$ cat config.mk
export PLATFORM = sky130hd
export DESIGN_NAME = gl_vertex_dispatch_flat
export DESIGN_NICKNAME = d
export VERILOG_FILES = /design/src/gl_pkg.sv /design/src/gl_vtx_if.sv /design/src/gl_vertex_dispatch.sv /design/src/flat_wrapper.sv
export SDC_FILE = /design/constraint.sdc
export NUM_CORES = 1
export LEC_CHECK = 0
export BUFFER_PORTS_ARGS = -buffer_cell sky130_fd_sc_hd__buf_4
export CAP_MARGIN = 20
export CORE_MARGIN = 2
export CORE_UTILIZATION = 45
export CTS_CLUSTER_DIAMETER = 30
export DETAILED_ROUTE_END_ITERATION = 7
export PLACE_DENSITY = 0.74
export SLEW_MARGIN = 40
export SYNTH_ARGS = -nofsm -noshare
export SYNTH_HDL_FRONTEND = slang
export SYNTH_SLANG_ARGS = --single-unit
$ cat constraint.sdc
create_clock -name clk1 -period 1.1 [get_ports clk1]
set_clock_uncertainty 0.1 [all_clocks]
set_input_delay 0.165 -clock clk1 [delete_from_list [all_inputs] [get_ports clk1]]
set_output_delay 0.165 -clock clk1 [all_outputs]
set_load 0.05 [all_outputs]
$ cat src/gl_pkg.sv
`default_nettype none

package gl_pkg;

    //////////////////////////////
    // widths
    localparam int WORD_W     = 32;      // wishbone data
    localparam int FIX_W      = 16;      // q8.8 value
    localparam int FRAC_W     = 8;
    localparam int COLOR_W    = 23;
    localparam int ADR_W      = 6;       // word address
    localparam int LANES      = 4;       // one lane per matrix row
    localparam int ROW_W      = LANES * FIX_W;
    localparam int CMDQ_DEPTH = 4;
    localparam int CMDQ_PTR_W = $clog2(CMDQ_DEPTH);
    localparam int CMDQ_CNT_W = $clog2(CMDQ_DEPTH + 1);

    //////////////////////////////
    // opcodes, anything else is dropped by dispatch
    localparam logic [7:0] OP_DRAW  = 8'h01;
    localparam logic [7:0] OP_FLUSH = 8'h02;

    //////////////////////////////
    // word address map
    localparam logic [ADR_W-1:0] ADR_MAT   = 6'h00;   // 0x00..0x0f, row-major
    localparam logic [ADR_W-1:0] ADR_VP_X  = 6'h10;
    localparam logic [ADR_W-1:0] ADR_VP_Y  = 6'h11;
    localparam logic [ADR_W-1:0] ADR_VP_HW = 6'h12;   // half width
    localparam logic [ADR_W-1:0] ADR_VP_HH = 6'h13;   // half height
    localparam logic [ADR_W-1:0] ADR_CMD   = 6'h20;   // push on write, fill count on read

    typedef logic signed [FIX_W-1:0] fix_t;

    localparam fix_t MARKER_VAL = '1;

    // command view of a queue word
    typedef struct packed {
        logic                is_cmd;
        logic [COLOR_W-1:0]  imm;
        logic [7:0]          opcode;
    } gl_cmd_t;

    // data view, one vertex component
    typedef struct packed {
        logic                is_cmd;
        logic [14:0]         pad;
        fix_t                value;
    } gl_data_t;

    typedef union packed {
        gl_cmd_t  cmd;
        gl_data_t data;
    } gl_word_u;

endpackage

`default_nettype wire

$ cat src/gl_vtx_if.sv
`timescale 1ns/1ps
`default_nettype none

// one issued vertex or end-of-list marker
interface gl_vtx_if;

    logic                       valid;
    gl_pkg::fix_t               vx;
    gl_pkg::fix_t               vy;
    gl_pkg::fix_t               vz;
    gl_pkg::fix_t               vw;
    logic [gl_pkg::COLOR_W-1:0] color;
    logic                       marker;   // flush, no geometry

    modport src (output valid, vx, vy, vz, vw, color, marker);
    modport dst (input  valid, vx, vy, vz, vw, color, marker);

endinterface

`default_nettype wire

$ cat src/gl_vertex_dispatch.sv
`timescale 1ns/1ps
`default_nettype none

module gl_vertex_dispatch (
    input  logic             clk1,
    input  logic             arst_n,
    input  gl_pkg::gl_word_u cmd_word,
    input  logic             cmd_avail,
    input  logic             adv,
    output logic             cmd_pop,
    gl_vtx_if.src            vtx
);

    logic is_data;
    logic is_draw;
    logic is_flush;

    assign cmd_pop  = cmd_avail && adv;   // one word per enabled cycle
    assign is_data  = !cmd_word.data.is_cmd;
    assign is_draw  = cmd_word.cmd.is_cmd && (cmd_word.cmd.opcode == gl_pkg::OP_DRAW);
    assign is_flush = cmd_word.cmd.is_cmd && (cmd_word.cmd.opcode == gl_pkg::OP_FLUSH);

    //////////////////////////////
    // component shift register and issue stage
    // the component registers drive the bus directly; they only
    // change on a pop, which is the same edge the lanes sample on
    always_ff @(posedge clk1 or negedge arst_n)
    begin
        if (!arst_n)
        begin
            vtx.vx     <= '0;
            vtx.vy     <= '0;
            vtx.vz     <= '0;
            vtx.vw     <= '0;
            vtx.valid  <= 1'b0;
            vtx.marker <= 1'b0;
        end
        else
        begin
            if (cmd_pop && is_data)
            begin
                vtx.vx <= vtx.vy;   // oldest drops out
                vtx.vy <= vtx.vz;
                vtx.vz <= vtx.vw;
                vtx.vw <= cmd_word.data.value;
            end
            if (adv)
            begin
                vtx.valid  <= cmd_pop && (is_draw || is_flush);   // unknown ops vanish
                vtx.marker <= cmd_pop && is_flush;
            end
        end
    end

    always_ff @(posedge clk1)
    begin
        if (cmd_pop && is_draw)
            vtx.color <= cmd_word.cmd.imm;
    end

endmodule

`default_nettype wire

$ cat src/flat_wrapper.sv
// flat-port wrapper written by rule: the top's interface ports become plain ports
module gl_vertex_dispatch_flat 
  (clk1, arst_n, cmd_word, cmd_avail, adv, cmd_pop, vtx_valid, vtx_vx, vtx_vy, vtx_vz, vtx_vw, vtx_color, vtx_marker);
  gl_vtx_if vtx_i ();
  input  logic clk1;
  input  logic arst_n;
  input  gl_pkg::gl_word_u cmd_word;
  input  logic cmd_avail;
  input  logic adv;
  output logic cmd_pop;
  output wire logic [$bits(vtx_i.valid)-1:0] vtx_valid;
  output wire logic [$bits(vtx_i.vx)-1:0] vtx_vx;
  output wire logic [$bits(vtx_i.vy)-1:0] vtx_vy;
  output wire logic [$bits(vtx_i.vz)-1:0] vtx_vz;
  output wire logic [$bits(vtx_i.vw)-1:0] vtx_vw;
  output wire logic [$bits(vtx_i.color)-1:0] vtx_color;
  output wire logic [$bits(vtx_i.marker)-1:0] vtx_marker;
  assign vtx_valid = vtx_i.valid;
  assign vtx_vx = vtx_i.vx;
  assign vtx_vy = vtx_i.vy;
  assign vtx_vz = vtx_i.vz;
  assign vtx_vw = vtx_i.vw;
  assign vtx_color = vtx_i.color;
  assign vtx_marker = vtx_i.marker;
  gl_vertex_dispatch u_core (.clk1(clk1), .arst_n(arst_n), .cmd_word(cmd_word), .cmd_avail(cmd_avail), .adv(adv), .cmd_pop(cmd_pop), .vtx(vtx_i));
endmodule
# After elaboration in Yosys (flattened, before gate mapping)

Cells that the tools add are included.
W data, S select, Z words.

Equal/unequal tests: 2
Reduce and logical (&&, ||, !) cells: 9

Operators by type and width:

| cell                 | number |
|---|---|
| $eq A8 B1 Y1 const B | 1 |
| $eq A8 B2 Y1 const B | 1 |
| $logic_and A1 B1 Y1  | 7 |
| $logic_not A1 Y1     | 1 |
| $logic_or A1 B1 Y1   | 1 |

Flip-flop bits (word level): 89
Bits of input ports: 36
Output and inout port bits: 90
Logic and storage cells: 18

# Longest topological paths before layout

Word-level depth: 4
Depth in mapped cells: 5
Gate-level depth less buffers: 3

# Least setup slack after synthesis

Ideal clock, no wire load.

Path kind: input port to flip-flop
Start: in cmd_avail
End: reg u_core.vtx.color[0] (enable)
Setup time: 0.437 ns
Arrival time: 2.609 ns
Required time: 0.563 ns
Path slack: -2.046 ns
Stages on the path: 3
Cell sequence: and2_1 > nand4_1 > nor3b_1

Cells in the longest elaborated chain, start to end: 2

RTL lines:

| what                 | RTL line                 | RTL |
|---|---|---|
| start, declared      | flat_wrapper.sv:8        | `input logic cmd_avail;` |
| $logic_and A1 B1 Y1  | gl_vertex_dispatch.sv:18 | `assign cmd_pop = cmd_avail && adv;` |
| $logic_and A1 B1 Y1  | gl_vertex_dispatch.sv:57 | `if (cmd_pop && is_draw)` |
| end signal, assigned | gl_vertex_dispatch.sv:58 | `vtx.color <= cmd_word.cmd.imm;` |
| end, declared        | gl_vtx_if.sv:15          | `modport src (output valid, vx, vy, vz, vw, color, marker);` |

No other way between the ends.
A chain may end at the register's enable or synchronous reset.

# Final worst setup path

Start: reg u_core.vtx.color[13]
End: out vtx_color[13]

RTL lines:

| what          | RTL line           | RTL |
|---|---|---|
| end, declared | flat_wrapper.sv:16 | `output wire logic [$bits(vtx_i.color)-1:0] vtx_color;` |

No word-level cell between the ends.

==> run metrics <==
cell area after layout=0.006116 sq mm; Leakage Power=2.990 nW; Tmin final=1.276 ns; Iter 0 DRT Violations=75; synth-to-layout area growth=80.84%; Worst Path Class, Setup=reg2out; top post-synthesis cells by area=dfrtp_1 (49%), mux2_4 (21%), edfxtp_1 (20%); failing checks=negative hold slack, negative setup slack; Final GP Congestion=0.7396; Synth cell types=19; CP Buf/Inv Count=1; Clk Latency, worst-skew pair=0.37 ns; Min Hold Slack=-0.04224 ns; cell at the slowest stage of the critical path=edfxtp_1; Ys Warns=0; worst-margin pin slew=0.2167 ns; Fmax achieved=783.7 MHz; Critical Path, Cell by Cell=buf_6; post-synth top area cell=dfrtp_1; Total Die Area=0.008225 sq mm; first-pass GRT wire length=13880 um; Die H=90.69 um; EDFF count, synth=23; max-cap violation count=0; FP Rows=31; most common library cells after synthesis=dfrtp_1 (66), mux2_4 (48), edfxtp_1 (23); Worst VDD drop=2.012 mV; antenna violations before repair=0; Yosys top cell area share=48.83%; setup tns final=-13.32 ns; Starting Density=46.63%; Largest stage delay, worst path=0.45 ns; CTS Buffer Depth=2; vias after detailed routing=2488; Post-Route WL=10330 um; main flop type after synthesis=dfrtp_1; Cell Pwr Density=2654 mW/mm^2; PortBufs=125; critical path endpoint category=primary output; slack of the critical path=-0.1761 ns; drt pass-1 iters=4; CTS Hold Bufs=27; number of non-filler instances in the completed layout=518; DR DRC count=0; family with the most delay on the worst path=flip-flops; Detail Route Antenna Nets=0; Area after DPL=0.004614 sq mm; outcome=complete, but fails checks; via-per-instance ratio=4.803; Die X=90.69 um; Synth Cell Area=0.003382 sq mm; antenna cells=0; syn nets=209; Critical Path AT=1.01 ns; TritonCTS clock tree=yes; Sink Count=89; total track usage=22.38%; Min-Delay Path Class=in2reg; H-tree level count=3; crit path max fanout=1; Final Cycle Share=116.0%; Max Slew Vio Count=0; I/O Pins=126; Clock transition at path regs=0.11 ns; sequential fraction of the synthesis area=69.26%; Placed Cells incl. Taps=407; drt wl/cell=19.95 um; largest net degree at the start of global routing=39; nets@finish=450; total power=16.23 mW; share of layout cells above drive strength 1=70.41%; CTS Root Cell=clkbuf_8; CTS buffer count=9; Synth Register Bits=89; Avg Cell Area, Syn=19.55 sq um; Core Area=0.007253 sq mm; Final setup viols=126; top-count cell post-synth=dfrtp_1; CP required=0.83 ns; Post-DP HPWL=4987 um; startpoint types=flip-flop; GRT overflow=0; pre-CTS setup slack=-0.5653 ns; Post-Synthesis Cells=173; async set-or-reset flop fraction in the synthesized netlist=74.16%; Worst R2R Setup Slack=-0.07 ns; Slew HR=85.55%; final hold violation count=2; RSZ-0062 raised after global routing=yes; vias in the first global route=2576
worst paths after layout:
kind | endpoint | startpoint | cells past startpoint
worst max-delay path | vtx_color[13] | u_core.vtx.color[13] | 1
worst min-delay path | u_core.vtx.vw[4] | cmd_word[4] | 2
worst max register to register | u_core.vtx.vy[1] | u_core.vtx.vz[1] | 3
worst min register to register | u_core.vtx.vx[5] | u_core.vtx.vx[5] | 1
max in group asynchronous | u_core.vtx.vz[11] | arst_n | 3
min in group asynchronous | u_core.vtx.vx[3] | arst_n | 2
cells by family (layout without fill, tap and decap cells):
group / count (synthesis) / in the layout / synth area share [%]
flops: 89 / 89 / 69.26
mux: 63 / 63 / 26.30
buf+inv: 10 / 256 / 2.368
simple gates: 7 / 7 / 1.221
compound gates: 3 / 3 / 0.5920
xor+xnor: 1 / 1 / 0.2590
state kept, by name, summed over array words and instances (netlist names):
signal,flops
u_core.vtx.vz,16
u_core.vtx.valid,1
u_core.vtx.vw,16
u_core.vtx.vx,16
u_core.vtx.marker,1
u_core.vtx.color,23
u_core.vtx.vy,16
worst reg2reg max path, delay by kind of cell (launching register included):
kind | cells | cell delay (ns)
buffers and inverters | 2 | 0.28
multiplexers | 1 | 0.26
flip-flops | 1 | 0.43
where the power goes:
group	leakage, nW	internal, mW	switching, mW
clock	0.129	1.76	1.27
sequential	1.00	4.24	0.746
combinational	1.86	3.83	4.39
stage by stage:
step | hold slack, ns | util (%)
after global routing | -0.05790 | 84.32
after CTS | -0.06049 | 81.02
after global placement | -0.07509 | 63.62
final | -0.04224 | 84.32
after floorplan | -0.2306 | -
after detailed placement | -0.07243 | 63.62
layout by cell type (no fill, tap or decap), types with 4 or more instances in the layout:
cell           instances
buf_6                110
bufinv_16              4
buf_4                 91
dlygate4sd3_1         27
buf_12                 7
dfrtp_1               63
edfxtp_1              23
mux2_2                15
clkbuf_8               9
mux2_4                48
layout make-up:
type                    instances  area, sq um
flip-flops and latches         89         2346
fillers                       312         1137
well taps                      99        123.9
multi-input cells              74        996.0
clock buffers                  10        127.6
inverters                       3        11.26
clock inverters                 6        138.9
repair buffers                237         2372
routing by layer:
metal  share of wire, %  GRT usage, %  vias to the layer above
li1                   -             -                     1107
met3                4.4         4.090                       22
met4                3.0         10.38                        0
met1                 37         25.99                     1266
met5                  0             0                        -
met2                 56         39.99                       93
repair_timing:
action                                  4_1_cts  5_1_grt
cloned                                        0        2
pin swaps                                     0        3
setup buffers                                50       17
endpoints found under the hold margin       101        1
endpoints found under the setup margin      112      113
gates resized for setup                      92       21
Note: power is estimated with default switching activity, not from simulation.
