<file path="src/gl_pkg.sv">
`default_nettype none

package gl_pkg;

    //////////////////////////////
    // widths
    localparam int WORD_W     = 32;      // wishbone data
    localparam int FIX_W      = 16;      // q8.8 value
    localparam int FRAC_W     = 8;
    localparam int COLOR_W    = 23;
    localparam int ADR_W      = 6;       // word address
    localparam int LANES      = 4;       // one lane per matrix row
    localparam int ROW_W      = LANES * FIX_W;
    localparam int CMDQ_DEPTH = 4;
    localparam int CMDQ_PTR_W = $clog2(CMDQ_DEPTH);
    localparam int CMDQ_CNT_W = $clog2(CMDQ_DEPTH + 1);

    //////////////////////////////
    // opcodes, anything else is dropped by dispatch
    localparam logic [7:0] OP_DRAW  = 8'h01;
    localparam logic [7:0] OP_FLUSH = 8'h02;

    //////////////////////////////
    // word address map
    localparam logic [ADR_W-1:0] ADR_MAT   = 6'h00;   // 0x00..0x0f, row-major
    localparam logic [ADR_W-1:0] ADR_VP_X  = 6'h10;
    localparam logic [ADR_W-1:0] ADR_VP_Y  = 6'h11;
    localparam logic [ADR_W-1:0] ADR_VP_HW = 6'h12;   // half width
    localparam logic [ADR_W-1:0] ADR_VP_HH = 6'h13;   // half height
    localparam logic [ADR_W-1:0] ADR_CMD   = 6'h20;   // push on write, fill count on read

    typedef logic signed [FIX_W-1:0] fix_t;

    localparam fix_t MARKER_VAL = '1;

    // command view of a queue word
    typedef struct packed {
        logic                is_cmd;
        logic [COLOR_W-1:0]  imm;
        logic [7:0]          opcode;
    } gl_cmd_t;

    // data view, one vertex component
    typedef struct packed {
        logic                is_cmd;
        logic [14:0]         pad;
        fix_t                value;
    } gl_data_t;

    typedef union packed {
        gl_cmd_t  cmd;
        gl_data_t data;
    } gl_word_u;

endpackage

`default_nettype wire

</file>
<file path="src/gl_host_regs.sv">
`timescale 1ns/1ps
`default_nettype none

module gl_host_regs (
    input  logic                                          clk1,
    input  logic                                          arst_n,
    input  logic                                          wb_cyc,
    input  logic                                          wb_stb,
    input  logic                                          wb_we,
    input  logic [gl_pkg::ADR_W-1:0]                      wb_adr,
    input  logic [gl_pkg::WORD_W-1:0]                     wb_dat_w,
    output logic [gl_pkg::WORD_W-1:0]                     wb_dat_r,
    output logic                                          wb_ack,
    output gl_pkg::gl_word_u                              cmd_word,
    output logic                                          cmd_avail,
    input  logic                                          cmd_pop,
    output logic [gl_pkg::LANES-1:0][gl_pkg::ROW_W-1:0]   mat_row,
    output gl_pkg::fix_t                                  vp_x,
    output gl_pkg::fix_t                                  vp_y,
    output gl_pkg::fix_t                                  vp_hw,
    output gl_pkg::fix_t                                  vp_hh
);

    gl_pkg::fix_t                   mat [gl_pkg::LANES*gl_pkg::LANES];
    gl_pkg::gl_word_u               cmdq [gl_pkg::CMDQ_DEPTH];
    logic [gl_pkg::CMDQ_PTR_W-1:0]  wr_ptr;
    logic [gl_pkg::CMDQ_PTR_W-1:0]  rd_ptr;
    logic [gl_pkg::CMDQ_CNT_W-1:0]  cmd_cnt;
    logic                           req;
    logic                           is_mat;
    logic                           cmd_wr;
    logic                           cmdq_full;
    logic                           accept;
    logic                           push;
    logic [gl_pkg::WORD_W-1:0]      rd_data;

    function automatic logic [gl_pkg::WORD_W-1:0] sext(input gl_pkg::fix_t v);
        return {{(gl_pkg::WORD_W-gl_pkg::FIX_W){v[gl_pkg::FIX_W-1]}}, v};
    endfunction

    //////////////////////////////
    // wishbone decode
    assign req       = wb_cyc && wb_stb;
    assign is_mat    = wb_adr[gl_pkg::ADR_W-1:4] == gl_pkg::ADR_MAT[gl_pkg::ADR_W-1:4];
    assign cmd_wr    = wb_we && (wb_adr == gl_pkg::ADR_CMD);
    assign cmdq_full = cmd_cnt == gl_pkg::CMDQ_CNT_W'(gl_pkg::CMDQ_DEPTH);
    assign accept    = req && !wb_ack && !(cmd_wr && cmdq_full);   // full queue stalls host
    assign push      = accept && cmd_wr;

    always_comb
    begin
        rd_data = '0;   // unmapped reads zero
        if (is_mat)
            rd_data = sext(mat[wb_adr[3:0]]);
        else
        begin
            case (wb_adr)
                gl_pkg::ADR_VP_X:  rd_data = sext(vp_x);
                gl_pkg::ADR_VP_Y:  rd_data = sext(vp_y);
                gl_pkg::ADR_VP_HW: rd_data = sext(vp_hw);
                gl_pkg::ADR_VP_HH: rd_data = sext(vp_hh);
                gl_pkg::ADR_CMD:   rd_data = gl_pkg::WORD_W'(cmd_cnt);
                default:           rd_data = '0;
            endcase
        end
    end

    always_ff @(posedge clk1 or negedge arst_n)
    begin
        if (!arst_n)
        begin
            wb_ack   <= 1'b0;
            wb_dat_r <= '0;
            vp_x     <= '0;
            vp_y     <= '0;
            vp_hw    <= '0;
            vp_hh    <= '0;
            for (int i = 0; i < gl_pkg::LANES*gl_pkg::LANES; i++)
                mat[i] <= '0;
        end
        else
        begin
            wb_ack <= accept;   // single cycle, never back to back
            if (accept)
            begin
                wb_dat_r <= rd_data;
                if (wb_we && is_mat)
                    mat[wb_adr[3:0]] <= wb_dat_w[gl_pkg::FIX_W-1:0];
                else if (wb_we)
                begin
                    case (wb_adr)
                        gl_pkg::ADR_VP_X:  vp_x  <= wb_dat_w[gl_pkg::FIX_W-1:0];
                        gl_pkg::ADR_VP_Y:  vp_y  <= wb_dat_w[gl_pkg::FIX_W-1:0];
                        gl_pkg::ADR_VP_HW: vp_hw <= wb_dat_w[gl_pkg::FIX_W-1:0];
                        gl_pkg::ADR_VP_HH: vp_hh <= wb_dat_w[gl_pkg::FIX_W-1:0];
                        default: ;
                    endcase
                end
            end
        end
    end

    // column c of each row sits in the low bits first
    always_comb
    begin
        for (int r = 0; r < gl_pkg::LANES; r++)
            for (int c = 0; c < gl_pkg::LANES; c++)
                mat_row[r][c*gl_pkg::FIX_W +: gl_pkg::FIX_W] = mat[r*gl_pkg::LANES + c];
    end

    //////////////////////////////
    // command queue
    always_ff @(posedge clk1)
    begin
        if (push)
            cmdq[wr_ptr] <= wb_dat_w;
    end

    always_ff @(posedge clk1 or negedge arst_n)
    begin
        if (!arst_n)
        begin
            wr_ptr  <= '0;
            rd_ptr  <= '0;
            cmd_cnt <= '0;
        end
        else
        begin
            if (push)
                wr_ptr <= wr_ptr + 1'b1;
            if (cmd_pop)
                rd_ptr <= rd_ptr + 1'b1;
            case ({push, cmd_pop})
                2'b10:   cmd_cnt <= cmd_cnt + 1'b1;
                2'b01:   cmd_cnt <= cmd_cnt - 1'b1;
                default: cmd_cnt <= cmd_cnt;   // both or neither
            endcase
        end
    end

    assign cmd_word  = cmdq[rd_ptr];
    assign cmd_avail = cmd_cnt != '0;

endmodule

`default_nettype wire

</file>
<file path="config.mk">
export PLATFORM = sky130hd
export DESIGN_NAME = gl_host_regs
export DESIGN_NICKNAME = d
export VERILOG_FILES = /design/src/gl_pkg.sv /design/src/gl_host_regs.sv
export SDC_FILE = /design/constraint.sdc
export NUM_CORES = 1
export LEC_CHECK = 0
export ABC_AREA = 1
export BUFFER_PORTS_ARGS = -buffer_cell sky130_fd_sc_hd__clkbuf_2
export CORE_MARGIN = 1
export CORE_UTILIZATION = 60
export DETAILED_ROUTE_END_ITERATION = 8
export PLACE_DENSITY = 0.91
export REMOVE_ABC_BUFFERS = 1
export SYNTH_ARGS = -nofsm -noshare
export SYNTH_HDL_FRONTEND = slang
export SYNTH_SLANG_ARGS = --single-unit
</file>
<file path="constraint.sdc">
create_clock -name clk1 -period 6.9 [get_ports clk1]
set_input_delay 2.07 -clock clk1 [delete_from_list [all_inputs] [get_ports clk1]]
set_output_delay 2.07 -clock clk1 [all_outputs]
set_load 0.05 [all_outputs]
</file>
After elaboration in Yosys (flattened, before gate mapping)
Memories as Yosys holds them, arrays and structs flattened.
Index checks and enable logic that the tools add are counted.
{"block": "totals", "in_bits": 44, "word_cells": 71, "memories": 1, "mem_bits_rw": 128, "out_inout_bits": 386, "regBits": 360}
{"name": "cmdq", "depth": 4, "width": 32, "read_ports": 1, "rd_ports_with_merged_regs": 0, "wr": 1, "line_no": "gl_host_regs.sv:25", "rtl": "gl_pkg::gl_word_u cmdq [gl_pkg::CMDQ_DEPTH];"}
{"block": "op_classes", "reduce_logical": 18, "order_cmp": 2, "n_eq_ne": 8, "bitwise": 2, "add_sub_neg": 4, "n_mux": 11}
{"operator": "bitwise mux 256 bit", "n": 1}
{"operator": "one-hot mux 32 bit (5 select lines)", "n": 1}
{"operator": "binary-select mux 16 bit (select 4 bit)", "n": 1}
{"operator": "demux 16 bit (select 4 bit)", "n": 1}
{"operator": "two-way mux 16 bit", "n": 3}
{"operator": "two-way mux 32 bit", "n": 1}
{"operator": "equality test 6 x 5 -> 1 bit, second input constant", "n": 4}
{"operator": "AND reduction 4 bit", "n": 4}
{"operator": "logical AND 1 bit", "n": 8}
{"operator": "equality test 6 bit, second input constant", "n": 1}
{"operator": "one-hot mux 3 bit (2 select lines)", "n": 1}
{"operator": ">= comparator 5 bit, second input constant", "n": 1}
{"operator": "less-than comparator 5 x 1 -> 1 bit, second input constant", "n": 1}
{"operator": "NOT 4 -> 5 bit", "n": 1}
{"operator": "adder 2 x 1 -> 2 bit, second input constant", "n": 2}
{"operator": "adder 3 x 1 -> 3 bit, second input constant", "n": 1}
{"operator": "equality test 3 bit, second input constant", "n": 1}
{"operator": "nonzero test 3 bit", "n": 1}
{"operator": "subtractor 3 x 1 -> 3 bit, second input constant", "n": 1}
{"operator": "equality test 2 x 1 -> 1 bit, second input constant", "n": 1}
{"operator": "equality test 2 bit, second input constant", "n": 1}
{"operator": "logical NOT 1 bit", "n": 2}
{"operator": "logical NOT 2 bit", "n": 1}
{"operator": "two-way mux 1 bit", "n": 2}
{"operator": "3 further kinds", "n": 3}

Longest topological paths before layout
{"block": "depth", "word_depth": 8, "depth_mapped": 14, "mapped_depth_nobuf": 14}

Least setup slack after synthesis
OpenSTA, ideal clock, no wires.
{"block": "synth_path", "kind": "input -> register", "start": "input wb_adr[0] (netlist name)", "end": "memory cmdq[0][0] (netlist name), enable pin", "arrival_ps": 4336, "n_path_buf": 1, "setup_time_ps": 421, "required_time_ps": 6479, "stages": 9, "path_slack_ps": 2142, "cell_sequence": "clkbuf_2 -> nor2_2 -> nand3_1 -> nor2_2 -> nand3_4 -> nand3_2 -> inv_2 -> nand2_1 -> nor2_1"}
{"block": "synth_between", "elab_chain_cells": 8}
{"item": "from (decl)", "line_no": "gl_host_regs.sv:10", "rtl": "input logic [gl_pkg::ADR_W-1:0] wb_adr,"}
{"item": "equality test 6 bit (*)", "line_no": "gl_host_regs.sv:45", "rtl": "assign cmd_wr = wb_we && (wb_adr == gl_pkg::ADR_CMD);"}
{"item": "logical AND 1 bit (*)", "line_no": "gl_host_regs.sv:45"}
{"item": "logical AND 1 bit", "line_no": "gl_host_regs.sv:47", "rtl": "assign accept = req && !wb_ack && !(cmd_wr && cmdq_full);"}
{"item": "logical NOT 1 bit", "line_no": "gl_host_regs.sv:47"}
{"item": "logical AND 1 bit", "line_no": "gl_host_regs.sv:47"}
{"item": "logical AND 1 bit (*)", "line_no": "gl_host_regs.sv:48", "rtl": "assign push = accept && cmd_wr;"}
{"item": "two-way mux 1 bit (*)", "line_no": "gl_host_regs.sv:115", "rtl": "if (push)"}
{"item": "two-way mux 1 bit (not written as such) (*)", "line_no": "gl_host_regs.sv:116", "rtl": "cmdq[wr_ptr] <= wb_dat_w;"}
{"item": "to (decl)", "line_no": "gl_host_regs.sv:25"}
Every way passes the cells marked *; elsewhere a longest branch is shown, timed or not.

==> summary.md <==
| Metric | Value |
|---|---|
| Clock Pin Slew Worst Setup and Hold Paths | `60 ps` |
| Max cap viols | `0` |
| Height of the die | `approximately 190 um` |
| Fin. Hold Viols | `0` |
| Warnings from Yosys | `0` |
| Final ANT Viol Nets | `0` |
| Crit path launch type | `register` |
| Via count | `about 20000` |
| Hold buffer count at CTS | `0` |
| Post-synthesis sequential area ratio | `0.588` |
| Simple-gate share of the synthesized area | `0.255` |
| Hold path cells | `2` |
| CTS Buf Count | `48` |
| Layout cells sized above 1 | `0.193` |
| Number of global-route vias before repair | `between 15000 and 20000` |
| Synth Area in Adders | `0.00390` |
| Share of synthesized area spent on multiplexers | `0` |
| Layout Cells excl Fill | `about 3400` |
| Row cnt | `68` |
| Final setup vio count | `0` |
| Post-synth cell types | `29` |
| Max Clock Freq | `roughly 190 MHz` |
| Post-CTS Resized | `0` |
| Final min period | `between 5000 and 6000 ps` |
| Slew of the pin with the lowest slew margin | `approximately 1400 ps` |
| Total track usage | `0.402` |
| Worst path arrival time | `3200 ps` |
| Routed WL | `slightly above 70000 um` |
| Fillcell total | `approximately 2500` |
| Clk buf depth | `3` |
| Worst vdd ir | `0.000317 V` |
| Initial antenna violation count | `4` |
| P_leak | `approximately 13 nW` |
| Post-Syn Instances | `between 2000 and 3000` |
| Drt first pass iters | `7` |
| H-tree Lvls | `2` |
| Synth Register Bits | `472` |
| Final #Nets | `approximately 2900` |
| CP Capture Type | `output port` |
| Synth Cell Area | `21200 um^2` |
| DRC violations left | `0` |
| Required @ worst endpoint | `4830 ps` |
| Reg2Reg Depth | `5` |
| CTS tree | `done` |
| Synth Area in XOR/XNOR | `0.00165` |
| DRT iter0 DRCs | `around 2300` |
| CP max FO | `33` |
| Core outline area | `34600 um^2` |
| Compound-Gate Fraction of Synth Area | `0.0959` |
| Final clock skew | `approximately 30 ps` |
| Hold Path Class | `register to register` |
| Cell Pwr Density | `between 300 and 400 nW/um^2` |
| # placed instances | `3268` |
| Via density | `slightly below 6` |
| Rel. slew slack | `0.0885` |
| First-pass GRT wire length | `between 100000 and 150000 um` |
| Final setup margin | `1630 ps` |
| Area Growth Syn to Fin | `17.6%` |
| RSZ-0062 raised after global routing | `no` |
| Root Buffer | `clkbuf_16` |
| Clock sink count | `~470` |
| Clk_lat worst skew | `slightly below 600 ps` |
| Num ports | `430` |
| Pre-CTS setup slack | `approximately 1600 ps` |
| Die Width | `around 190 um` |
| DP HPWL | `between 40000 and 50000 um` |
| Worst Hold Slack | `about 500 ps` |
| RD Place Congestion | `roughly 0.9` |
| Kind of critical path | `register to output port` |
| Pins over their slew limit | `0` |
| Mean Syn Cell Area | `between 8 and 9 um^2` |
| DR WL/cell | `between 20 and 25 um` |
| Starting Density | `0.612` |
| Main combinational cell family by area after synthesis | `simple AND/OR/NAND/NOR gates` |
| Status | `finished clean` |
| Gr ovfl total | `0` |
| Largest net degree at the start of global routing | `139` |
| Post-CTS setup buffers | `0` |
| Die area | `between 30000 and 40000 um^2` |
| Final period util | `0.764` |
| Number of port buffers | `approximately 430` |
==> worst max-delay path: stages, from the launching register on <==
cell      delay, ps
dfrtp_1         790
inv_1           940
o21ai_0         250
o22ai_1         280
clkbuf_2        350
==> placed cells by master, fill, tap and decap left out, types with 17 or more instances in the layout <==
master / count
buf_4: 18
o21ai_1: 29
inv_1: 92
nand3_1: 26
o21ai_0: 320
o22ai_1: 32
clkbuf_16: 50
nand2_1: 1158
clkbuf_2: 427
edfxtp_1: 128
a21oi_1: 17
dfrtp_1: 343
nor2_1: 161
==> cell families after synthesis <==
family | count (synthesis)
simple gates | 1387
flops | 472
compound gates | 398
buf+inv | 265
fa+ha+maj | 6
xor+xnor | 4
==> path summary, 6_finish.rpt <==
kind	slack, ps	startpoint	end
worst max register to register	3650	wb_ack	cmdq[3][20]
worst max-delay path	1630	rd_ptr[1]	cmd_word[7]
worst min register to register	510	vp_x[6]	vp_x[6]
min in group asynchronous	1620	arst_n	mat_row[217]
max in group asynchronous	4040	arst_n	mat_row[174]
worst min-delay path	510	vp_x[6]	vp_x[6]
==> registers in the layout, summed over array words and instances (netlist names) <==
register and count:
cmd_cnt 3, vp_x 16, vp_hw 16, cmdq 128, mat_row 256, vp_hh 16, wb_ack 1, vp_y 16
wb_dat_r 16, wr_ptr 2, rd_ptr 2
==> routing by layer <==
layer	up-vias	wire length (um)	GRT usage
met5	-	31	0
met4	4	4300	0.212
met3	288	9690	0.114
met2	1407	33000	0.623
met1	9323	25000	0.515
li1	8708	-	-
==> Yosys cell counts (all sizes together) <==
library cell     n  share of area
a21oi           17         0.0040
buf             90          0.024
clkbuf          77          0.014
clkinv           1        0.00018
dfrtp          344           0.41
edfxtp         128           0.18
fa               1        0.00095
ha               5         0.0030
inv             97          0.017
nand2         1163           0.21
nand3           28         0.0074
nand4           21         0.0092
nor2           174          0.032
nor3b            1        0.00059
o21ai          349          0.082
o22ai           32         0.0095
xnor2            1        0.00041
xor2             3         0.0012
==> power breakdown <==
group	internal (mW)	total [mW]	switching [mW]
clock	1.52	2.63	1.10
combinational	0.371	1.92	1.55
sequential	2.98	3.11	0.131
==> layout make-up <==
| cell class | instances | area [um^2] | share of cell area |
|---|---|---|---|
| inverters | 98 | 370 | 0.0149 |
| repair buffers | 448 | 2330 | 0.0934 |
| multi-input cells | 1795 | 7600 | 0.305 |
| diodes | 3 | 7.51 | 0.000301 |
| clock inverters | 24 | 239 | 0.00959 |
| clock buffers | 64 | 1340 | 0.0540 |
| well taps | 455 | 569 | 0.0229 |
| flip-flops and latches | 472 | 12500 | 0.500 |
==> through the flow <==
step                power [mW]  setup TNS, ps   util  cell area [um^2]
finish                    7.66              0  0.719             24900
global placement          5.00              0  0.673             23300
floorplan                 4.45          -9080      -             20400
global route              7.89              0  0.719             24900
detailed placement        5.05              0  0.673             23300
CTS                       7.64              0  0.719             24900
(Power assumes the default switching activity.)
