<file path="src/gl_pkg.sv">
`default_nettype none

package gl_pkg;

    //////////////////////////////
    // widths
    localparam int WORD_W     = 32;      // wishbone data
    localparam int FIX_W      = 16;      // q8.8 value
    localparam int FRAC_W     = 8;
    localparam int COLOR_W    = 23;
    localparam int ADR_W      = 6;       // word address
    localparam int LANES      = 4;       // one lane per matrix row
    localparam int ROW_W      = LANES * FIX_W;
    localparam int CMDQ_DEPTH = 4;
    localparam int CMDQ_PTR_W = $clog2(CMDQ_DEPTH);
    localparam int CMDQ_CNT_W = $clog2(CMDQ_DEPTH + 1);

    //////////////////////////////
    // opcodes, anything else is dropped by dispatch
    localparam logic [7:0] OP_DRAW  = 8'h01;
    localparam logic [7:0] OP_FLUSH = 8'h02;

    //////////////////////////////
    // word address map
    localparam logic [ADR_W-1:0] ADR_MAT   = 6'h00;   // 0x00..0x0f, row-major
    localparam logic [ADR_W-1:0] ADR_VP_X  = 6'h10;
    localparam logic [ADR_W-1:0] ADR_VP_Y  = 6'h11;
    localparam logic [ADR_W-1:0] ADR_VP_HW = 6'h12;   // half width
    localparam logic [ADR_W-1:0] ADR_VP_HH = 6'h13;   // half height
    localparam logic [ADR_W-1:0] ADR_CMD   = 6'h20;   // push on write, fill count on read

    typedef logic signed [FIX_W-1:0] fix_t;

    localparam fix_t MARKER_VAL = '1;

    // command view of a queue word
    typedef struct packed {
        logic                is_cmd;
        logic [COLOR_W-1:0]  imm;
        logic [7:0]          opcode;
    } gl_cmd_t;

    // data view, one vertex component
    typedef struct packed {
        logic                is_cmd;
        logic [14:0]         pad;
        fix_t                value;
    } gl_data_t;

    typedef union packed {
        gl_cmd_t  cmd;
        gl_data_t data;
    } gl_word_u;

endpackage

`default_nettype wire

</file>
<file path="src/gl_vtx_if.sv">
`timescale 1ns/1ps
`default_nettype none

// one issued vertex or end-of-list marker
interface gl_vtx_if;

    logic                       valid;
    gl_pkg::fix_t               vx;
    gl_pkg::fix_t               vy;
    gl_pkg::fix_t               vz;
    gl_pkg::fix_t               vw;
    logic [gl_pkg::COLOR_W-1:0] color;
    logic                       marker;   // flush, no geometry

    modport src (output valid, vx, vy, vz, vw, color, marker);
    modport dst (input  valid, vx, vy, vz, vw, color, marker);

endinterface

`default_nettype wire

</file>
<file path="src/gl_dot_lane.sv">
`timescale 1ns/1ps
`default_nettype none

module gl_dot_lane (
    input  logic                     clk1,
    input  logic                     arst_n,
    input  logic                     adv,
    input  logic [gl_pkg::ROW_W-1:0] row,
    gl_vtx_if.dst                    vtx,
    output logic                     res_valid,
    output gl_pkg::fix_t             res
);

    gl_pkg::fix_t                     comp [gl_pkg::LANES];
    logic signed [2*gl_pkg::FIX_W-1:0] prod [gl_pkg::LANES];
    logic signed [2*gl_pkg::FIX_W-1:0] sum;
    logic                             prod_valid;

    assign comp[0] = vtx.vx;
    assign comp[1] = vtx.vy;
    assign comp[2] = vtx.vz;
    assign comp[3] = vtx.vw;

    //////////////////////////////
    // stage 1: products, q16.16
    always_ff @(posedge clk1)
    begin
        if (adv)
            for (int c = 0; c < gl_pkg::LANES; c++)
                prod[c] <= $signed(row[c*gl_pkg::FIX_W +: gl_pkg::FIX_W]) * comp[c];
    end

    assign sum = prod[0] + prod[1] + prod[2] + prod[3];   // wraps, low bits exact

    //////////////////////////////
    // stage 2: back to q8.8
    always_ff @(posedge clk1)
    begin
        if (adv)
            res <= sum[gl_pkg::FRAC_W +: gl_pkg::FIX_W];
    end

    always_ff @(posedge clk1 or negedge arst_n)
    begin
        if (!arst_n)
        begin
            prod_valid <= 1'b0;
            res_valid  <= 1'b0;
        end
        else if (adv)
        begin
            prod_valid <= vtx.valid;
            res_valid  <= prod_valid;
        end
    end

endmodule

`default_nettype wire

</file>
<file path="src/flat_wrapper.sv">
// flat-port wrapper written by rule: the top's interface ports become plain ports
module gl_dot_lane_flat 
  (clk1, arst_n, adv, row, res_valid, res, vtx_valid, vtx_vx, vtx_vy, vtx_vz, vtx_vw, vtx_color, vtx_marker);
  gl_vtx_if vtx_i ();
  input  logic clk1;
  input  logic arst_n;
  input  logic adv;
  input  logic [gl_pkg::ROW_W-1:0] row;
  output logic res_valid;
  output gl_pkg::fix_t res;
  input wire logic [$bits(vtx_i.valid)-1:0] vtx_valid;
  input wire logic [$bits(vtx_i.vx)-1:0] vtx_vx;
  input wire logic [$bits(vtx_i.vy)-1:0] vtx_vy;
  input wire logic [$bits(vtx_i.vz)-1:0] vtx_vz;
  input wire logic [$bits(vtx_i.vw)-1:0] vtx_vw;
  input wire logic [$bits(vtx_i.color)-1:0] vtx_color;
  input wire logic [$bits(vtx_i.marker)-1:0] vtx_marker;
  assign vtx_i.valid = vtx_valid;
  assign vtx_i.vx = vtx_vx;
  assign vtx_i.vy = vtx_vy;
  assign vtx_i.vz = vtx_vz;
  assign vtx_i.vw = vtx_vw;
  assign vtx_i.color = vtx_color;
  assign vtx_i.marker = vtx_marker;
  gl_dot_lane u_core (.clk1(clk1), .arst_n(arst_n), .adv(adv), .row(row), .vtx(vtx_i), .res_valid(res_valid), .res(res));
endmodule
</file>
<file path="config.mk">
export PLATFORM = sky130hd
export DESIGN_NAME = gl_dot_lane_flat
export DESIGN_NICKNAME = d
export VERILOG_FILES = /design/src/gl_pkg.sv /design/src/gl_vtx_if.sv /design/src/gl_dot_lane.sv /design/src/flat_wrapper.sv
export SDC_FILE = /design/constraint.sdc
export NUM_CORES = 2
export LEC_CHECK = 0
export ABC_AREA = 1
export BUFFER_PORTS_ARGS = -buffer_cell sky130_fd_sc_hd__buf_4
export CORE_ASPECT_RATIO = 0.75
export CORE_MARGIN = 2
export CORE_UTILIZATION = 50
export CTS_BUF_LIST = sky130_fd_sc_hd__clkbuf_8
export CTS_CLUSTER_DIAMETER = 80
export CTS_CLUSTER_SIZE = 16
export DETAILED_ROUTE_END_ITERATION = 6
export HOLD_SLACK_MARGIN = 0.15
export PLACE_DENSITY = 0.7
export SLEW_MARGIN = 25
export SYNTH_ARGS = -nofsm -noshare
export SYNTH_HDL_FRONTEND = slang
export SYNTH_SLANG_ARGS = --single-unit
</file>
<file path="constraint.sdc">
create_clock -name clk1 -period 2.6 [get_ports clk1]
set_input_delay 0.52 -clock clk1 [delete_from_list [all_inputs] [get_ports clk1]]
set_output_delay 0.52 -clock clk1 [all_outputs]
set_load 0.02 [all_outputs]
</file>
Yosys cells after proc, flatten, opt, wreduce, memory -nomap -nowiden

Memory sizes are Yosys's and may differ from the RTL's.
Index checks and enable logic that the tools add are counted.

Flip-flop bits (word level): 18
Output and inout bits: 17
Input bits: 156
Word-level logic and storage cells: 13
Memory bits (writable): 128
Memories kept: 1

Add/sub/neg operators: 3
Mux-type cells: 2
Multipliers: 4

Memories:

| memory      | depth | bits a word | rd ports | clocked after memory_dff | wr ports | line              | source |
|---|---|---|---|---|---|---|---|
| u_core.prod | 4     | 32          | 4        | 0                        | 4        | gl_dot_lane.sv:15 | `logic signed [2*gl_pkg::FIX_W-1:0] prod [gl_pkg::LANES];` |

Operators with widths:

| cell                         | number |
|---|---|
| multiplier 16 x 16 -> 32 bit | 4 |
| adder 24 bit                 | 3 |
| two-way mux 1 bit            | 2 |

Logic depth before layout (Yosys ltp)

Word-level depth: 3
Mapped depth: 28
Mapped depth without buffers: 26

Worst setup path after synthesis

No wires, ideal clock.

Path kind: input to register
Start point: input vtx_vx[3]
End point: memory u_core.prod[0][23] (netlist name), data pin
Setup slack: -3,076 ps
Required time: 2,348 ps
Arrival: 5,424 ps
Library setup time: 252 ps
Stages: 22
Cell sequence: clkbuf_1 clkbuf_1 nand2_1 fa_1 inv_1 fa_1 inv_1 fa_1 fa_1 inv_1 fa_1 inv_1 fa_1 inv_1 ha_1 nand2_1 nor3_1 nand4_1 a21oi_1 nor2_1 nand3_1 nand2_1

RTL lines:

| element         | line               | source |
|---|---|---|
| start, declared | flat_wrapper.sv:12 | `input wire logic [$bits(vtx_i.vx)-1:0] vtx_vx;` |
| end, declared   | gl_dot_lane.sv:15  |  |

==> flow_summary_export.csv <==
group,metric,value,unit
outcome,status,"finished with violations",
outcome,violations,"setup timing",
die,start_util,50.5,%
worst_setup_path,cp_slowest_cell,"sky130_fd_sc_hd__fa_2",
worst_setup_path,timing_worst_setup_path_type,"in -> reg",
worst_setup_path,cpMostUsedCell,"sky130_fd_sc_hd__fa_1",
finish,share_of_post_route_cells_with_drive_strength_above_1,29.9,%
timing,maxClockFrequency,195,MHz
cts,cts-root-to-sink-buffers,2,
finish,number_of_fill_cells,5607,
finish,instances_no_fill,6375,
timing,drv_slew,0,
flow_run,max_cap_violations,0,
die,fp.dieArea,0.0779,mm2
routing,drt-initial-drc-count,2168,
timing,finalWorstSetupSlack,-2.52,ns
synth,muxShareOfSynthArea,0,%
finish,finalNetCount,6645,
worst_setup_path,setup.worst_path.start_class,"primary input",
cts,cts-htree-levels,4,
cts,cts_root_buf,"sky130_fd_sc_hd__clkbuf_8",
worst_setup_path,crit_arrival,5.33,ns
synth,synthesis.nets,6013,
die,dieHeight,242,um
timing,fin_clk_skew,0.0218,ns
worst_setup_path,crit_required,2.81,ns
synth,synthFlopType,"sky130_fd_sc_hd__edfxtp_1",
routing,routed-wl-met3,7.18,mm
timing,rsz0062_at_grt,"yes",
synth,main_combinational_cell_family_by_area_after_synthesis,"adder cells",
global_route,grt_max_degree,45,
cts,clock_sinks,114,
routing,route.detailed.wl_per_inst,16.3,um
synth,async_flop_share,1.75,%
routing,routed_wirelength,104,mm
synth,synth-edff-count,112,
synth,synthXorXnorAreaFrac,3.01,%
worst_setup_path,worst_path_cell_trace,"buf_12 > nand2_2 > fa_2 > buf_6 > inv_8 > fa_1 > fa_1 > fa_1 > fa_1 > inv_1 > fa_1 > inv_2 > ha_4 > nand2_2 > nand2_2 > o21bai_4 > a21oi_2 > nand2_2 > a31oi_4 > inv_1 > nand2_1 > nand2_1",
global_route,first_global_vias,33600,
synth,syn_avg_cell_area,7.97,um2
timing,hold_violations,0,
die,core_region_area,0.0750,mm2
timing,setup_violations,96,
cts,cts-buffers-inserted,17,
synth,synth.ff_latch_count,114,
synth,post_synth_num_cell_types,41,
synth,synth-warning-count,0,
global_route,antenna_found_initial,0,
synth,synth.yosys.seq_area_share,9.02,%
routing,avgViaCountPerCell,4.93,
routing,met2RoutedLength,48.2,mm
worst_setup_path,worst-path-max-fanout,7,
timing,slew_at_the_pin_closest_to_its_max_slew_limit,0.634,ns
finish,insertedDiodeCount,0,
place,detailedPlacementHpwl,86.0,mm
die,design.portCount,173,
worst_setup_path,critPathCaptureType,"flip-flop",
worst_hold_path,hold_path.class,"in -> reg",
place,place_inst,6249,
cts,clk_lat_worst_skew,0.47,ns
place,place_congestion,0.932,
cts,clk_pin_slew_worst_paths,0.09,ns
synth,synthesis.instances,4751,
die,num_rows,87,
routing,met1Wirelength,46.9,mm
worst_setup_path,critical_path_buf_inv_count,6,
global_route,grt_usage,27.4,%
place,numPortBuffers,148,
timing,worst_max_slew_margin_expressed_relative_to_the_limit,57.4,%
timing,setup-tns-final,-157.94,ns
synth,synth-compound-area-share,3.53,%
finish,layout-area-overhead-vs-synth,34.4,%
routing,via_count,31400,
timing,finalCritPeriodShare,197,%
routing,ant_nets,0,
routing,firstDrtPassIters,5,
synth,netlist_area,0.0378,mm2
cts,clock_tree_from_tritoncts,"yes",
finish,fin_util,67.8,%
worst_setup_path,top_family_by_delay_on_critical_path,"adder cells",
worst_setup_path,critical-path-max-stage-delay,0.61,ns
timing,min_period,5.12,ns
synth,synth-adder-area-share,52.3,%
timing,fin_worst_hold_slack,0.254,ns
global_route,overflow_left_after_global_routing,0,
global_route,grt_pass1_wl,170,mm
routing,dr.max_layer_used,"met4",
routing,drc,0,
synth,synth-simple-area-share,15.1,%
die,dieWidth,322,um
## placed cells by master, fill, tap and decap left out, types with 12 or more instances in the layout
cell type	n
sky130_fd_sc_hd__nor2_2	14
sky130_fd_sc_hd__o21ai_2	23
sky130_fd_sc_hd__xnor2_1	41
sky130_fd_sc_hd__fa_2	58
sky130_fd_sc_hd__nand2_1	1036
sky130_fd_sc_hd__nor2_1	53
sky130_fd_sc_hd__o21ai_0	14
sky130_fd_sc_hd__inv_1	1351
sky130_fd_sc_hd__nand2_2	94
sky130_fd_sc_hd__inv_2	163
sky130_fd_sc_hd__nor2_4	28
sky130_fd_sc_hd__buf_12	80
sky130_fd_sc_hd__clkbuf_8	17
sky130_fd_sc_hd__o21ai_4	14
sky130_fd_sc_hd__ha_1	176
sky130_fd_sc_hd__nand4_1	12
sky130_fd_sc_hd__xor2_1	71
sky130_fd_sc_hd__or2_2	12
sky130_fd_sc_hd__buf_8	25
sky130_fd_sc_hd__a21oi_4	37
sky130_fd_sc_hd__a21oi_1	37
sky130_fd_sc_hd__nand2_4	63
sky130_fd_sc_hd__ha_4	125
sky130_fd_sc_hd__fa_1	735
sky130_fd_sc_hd__a21oi_2	52
sky130_fd_sc_hd__o21ai_1	20
sky130_fd_sc_hd__nand3_1	76
sky130_fd_sc_hd__buf_4	550
sky130_fd_sc_hd__ha_2	12
sky130_fd_sc_hd__buf_6	135
sky130_fd_sc_hd__nand3_2	12
sky130_fd_sc_hd__edfxtp_1	112
## per-stage QoR
step                      area (um2)  setup WS (ns)
after floorplan                41200          -2.61
after global placement         46400          -3.11
after detailed placement       46400          -3.12
after CTS                      49500          -2.44
after global routing           50900          -2.59
final                          50900          -2.52
## cell families after synthesis
| kind of cell | Yosys count |
|---|---|
| adder cells (fa/ha/maj) | 1106 |
| AND/OR/NAND/NOR | 1447 |
| XOR/XNOR | 130 |
| AO/OA/AOI/OAI | 242 |
| buffers and inverters | 1712 |
| flip-flops | 114 |
## worst paths after layout
kind | start | endpoint | slack, ns | depth (start not counted)
setup / recovery | row[47] | u_core.prod[2][23] | -2.52 | 22
hold / removal | vtx_valid | u_core.prod_valid | 0.25 | 3
setup reg to reg | u_core.prod[0][22] | u_core.res[15] | -0.50 | 10
hold reg to reg | u_core.prod_valid | u_core.res_valid | 0.52 | 2
max in group asynchronous | arst_n | u_core.res_valid | 2.15 | 2
min in group asynchronous | arst_n | u_core.prod_valid | 0.35 | 2
## worst reg2reg max path: stages, from the launching register on
cell                       delay [ns]
sky130_fd_sc_hd__edfxtp_1        0.51
sky130_fd_sc_hd__fa_1            0.59
sky130_fd_sc_hd__fa_1            0.42
sky130_fd_sc_hd__ha_1            0.40
sky130_fd_sc_hd__inv_1           0.09
sky130_fd_sc_hd__nor3_2          0.24
sky130_fd_sc_hd__nand2_1         0.10
sky130_fd_sc_hd__nor4_1          0.18
sky130_fd_sc_hd__nand2_1         0.08
sky130_fd_sc_hd__o211ai_1        0.10
sky130_fd_sc_hd__xor2_1          0.21
## cell usage after synthesis, types with 2 or more instances
library cell | number | area, um2
sky130_fd_sc_hd__buf_1 | 2 | 7.51
sky130_fd_sc_hd__o21ai_0 | 38 | 190
sky130_fd_sc_hd__fa_1 | 793 | 15900
sky130_fd_sc_hd__a21oi_1 | 124 | 621
sky130_fd_sc_hd__ha_1 | 313 | 3920
sky130_fd_sc_hd__xnor2_1 | 47 | 412
sky130_fd_sc_hd__a31oi_1 | 9 | 56.3
sky130_fd_sc_hd__a21o_1 | 10 | 75.1
sky130_fd_sc_hd__o21ai_2 | 3 | 26.3
sky130_fd_sc_hd__a21boi_1 | 2 | 15.0
sky130_fd_sc_hd__a211oi_1 | 2 | 15.0
sky130_fd_sc_hd__inv_2 | 15 | 56.3
sky130_fd_sc_hd__inv_1 | 1507 | 5660
sky130_fd_sc_hd__clkbuf_1 | 159 | 597
sky130_fd_sc_hd__xor2_1 | 83 | 727
sky130_fd_sc_hd__dfrtp_1 | 2 | 50.1
sky130_fd_sc_hd__nand3_1 | 88 | 440
sky130_fd_sc_hd__o21a_1 | 2 | 15.0
sky130_fd_sc_hd__o21bai_1 | 11 | 82.6
sky130_fd_sc_hd__nor3_1 | 12 | 60.1
sky130_fd_sc_hd__edfxtp_1 | 112 | 3360
sky130_fd_sc_hd__clkinv_1 | 5 | 18.8
sky130_fd_sc_hd__nand4_1 | 12 | 75.1
sky130_fd_sc_hd__o31ai_1 | 4 | 30.0
sky130_fd_sc_hd__or2_2 | 14 | 87.6
sky130_fd_sc_hd__o211ai_1 | 3 | 22.5
sky130_fd_sc_hd__a21oi_2 | 2 | 17.5
sky130_fd_sc_hd__nor4_1 | 12 | 75.1
sky130_fd_sc_hd__nor2_1 | 94 | 353
sky130_fd_sc_hd__nand2_1 | 1201 | 4510
sky130_fd_sc_hd__buf_2 | 23 | 115
sky130_fd_sc_hd__nand3b_1 | 9 | 67.6
sky130_fd_sc_hd__o21ai_1 | 30 | 150
## state kept, by name, indices dropped and copies added (netlist names)
| register | flops |
|---|---|
| u_core.prod | 96 |
| u_core.prod_valid | 1 |
| u_core.res | 16 |
| u_core.res_valid | 1 |
## layer usage
metal / up-vias / GRT usage [%]
li1: 14700 / -
met5: - / 0
met4: 0 / 3.93
met2: 960 / 43.9
met3: 125 / 4.11
met1: 15600 / 40.4
## cell type report
| cell class | instances | area [um2] | share of cell area, % |
|---|---|---|---|
| clock inverter | 15 | 160 | 0.315 |
| sequential | 114 | 3410 | 6.71 |
| inverter | 1527 | 5780 | 11.4 |
| tap | 979 | 1220 | 2.41 |
| multi-input combinational | 2925 | 32200 | 63.4 |
| clock buffer | 17 | 234 | 0.460 |
| timing repair buffer | 798 | 7830 | 15.4 |
## timing repair
item	CTS	global route
endpoints found under the setup margin	96	96
hold buffers	1	0
gates resized for setup	573	305
pin swaps	264	249
buffers inserted	69	31
cloned	4	2
hold endpoints to repair	2	0
Power is left out: the tool's default activity adds up to more than one toggle a clock period on the data nets, which glitch-free logic cannot reach.
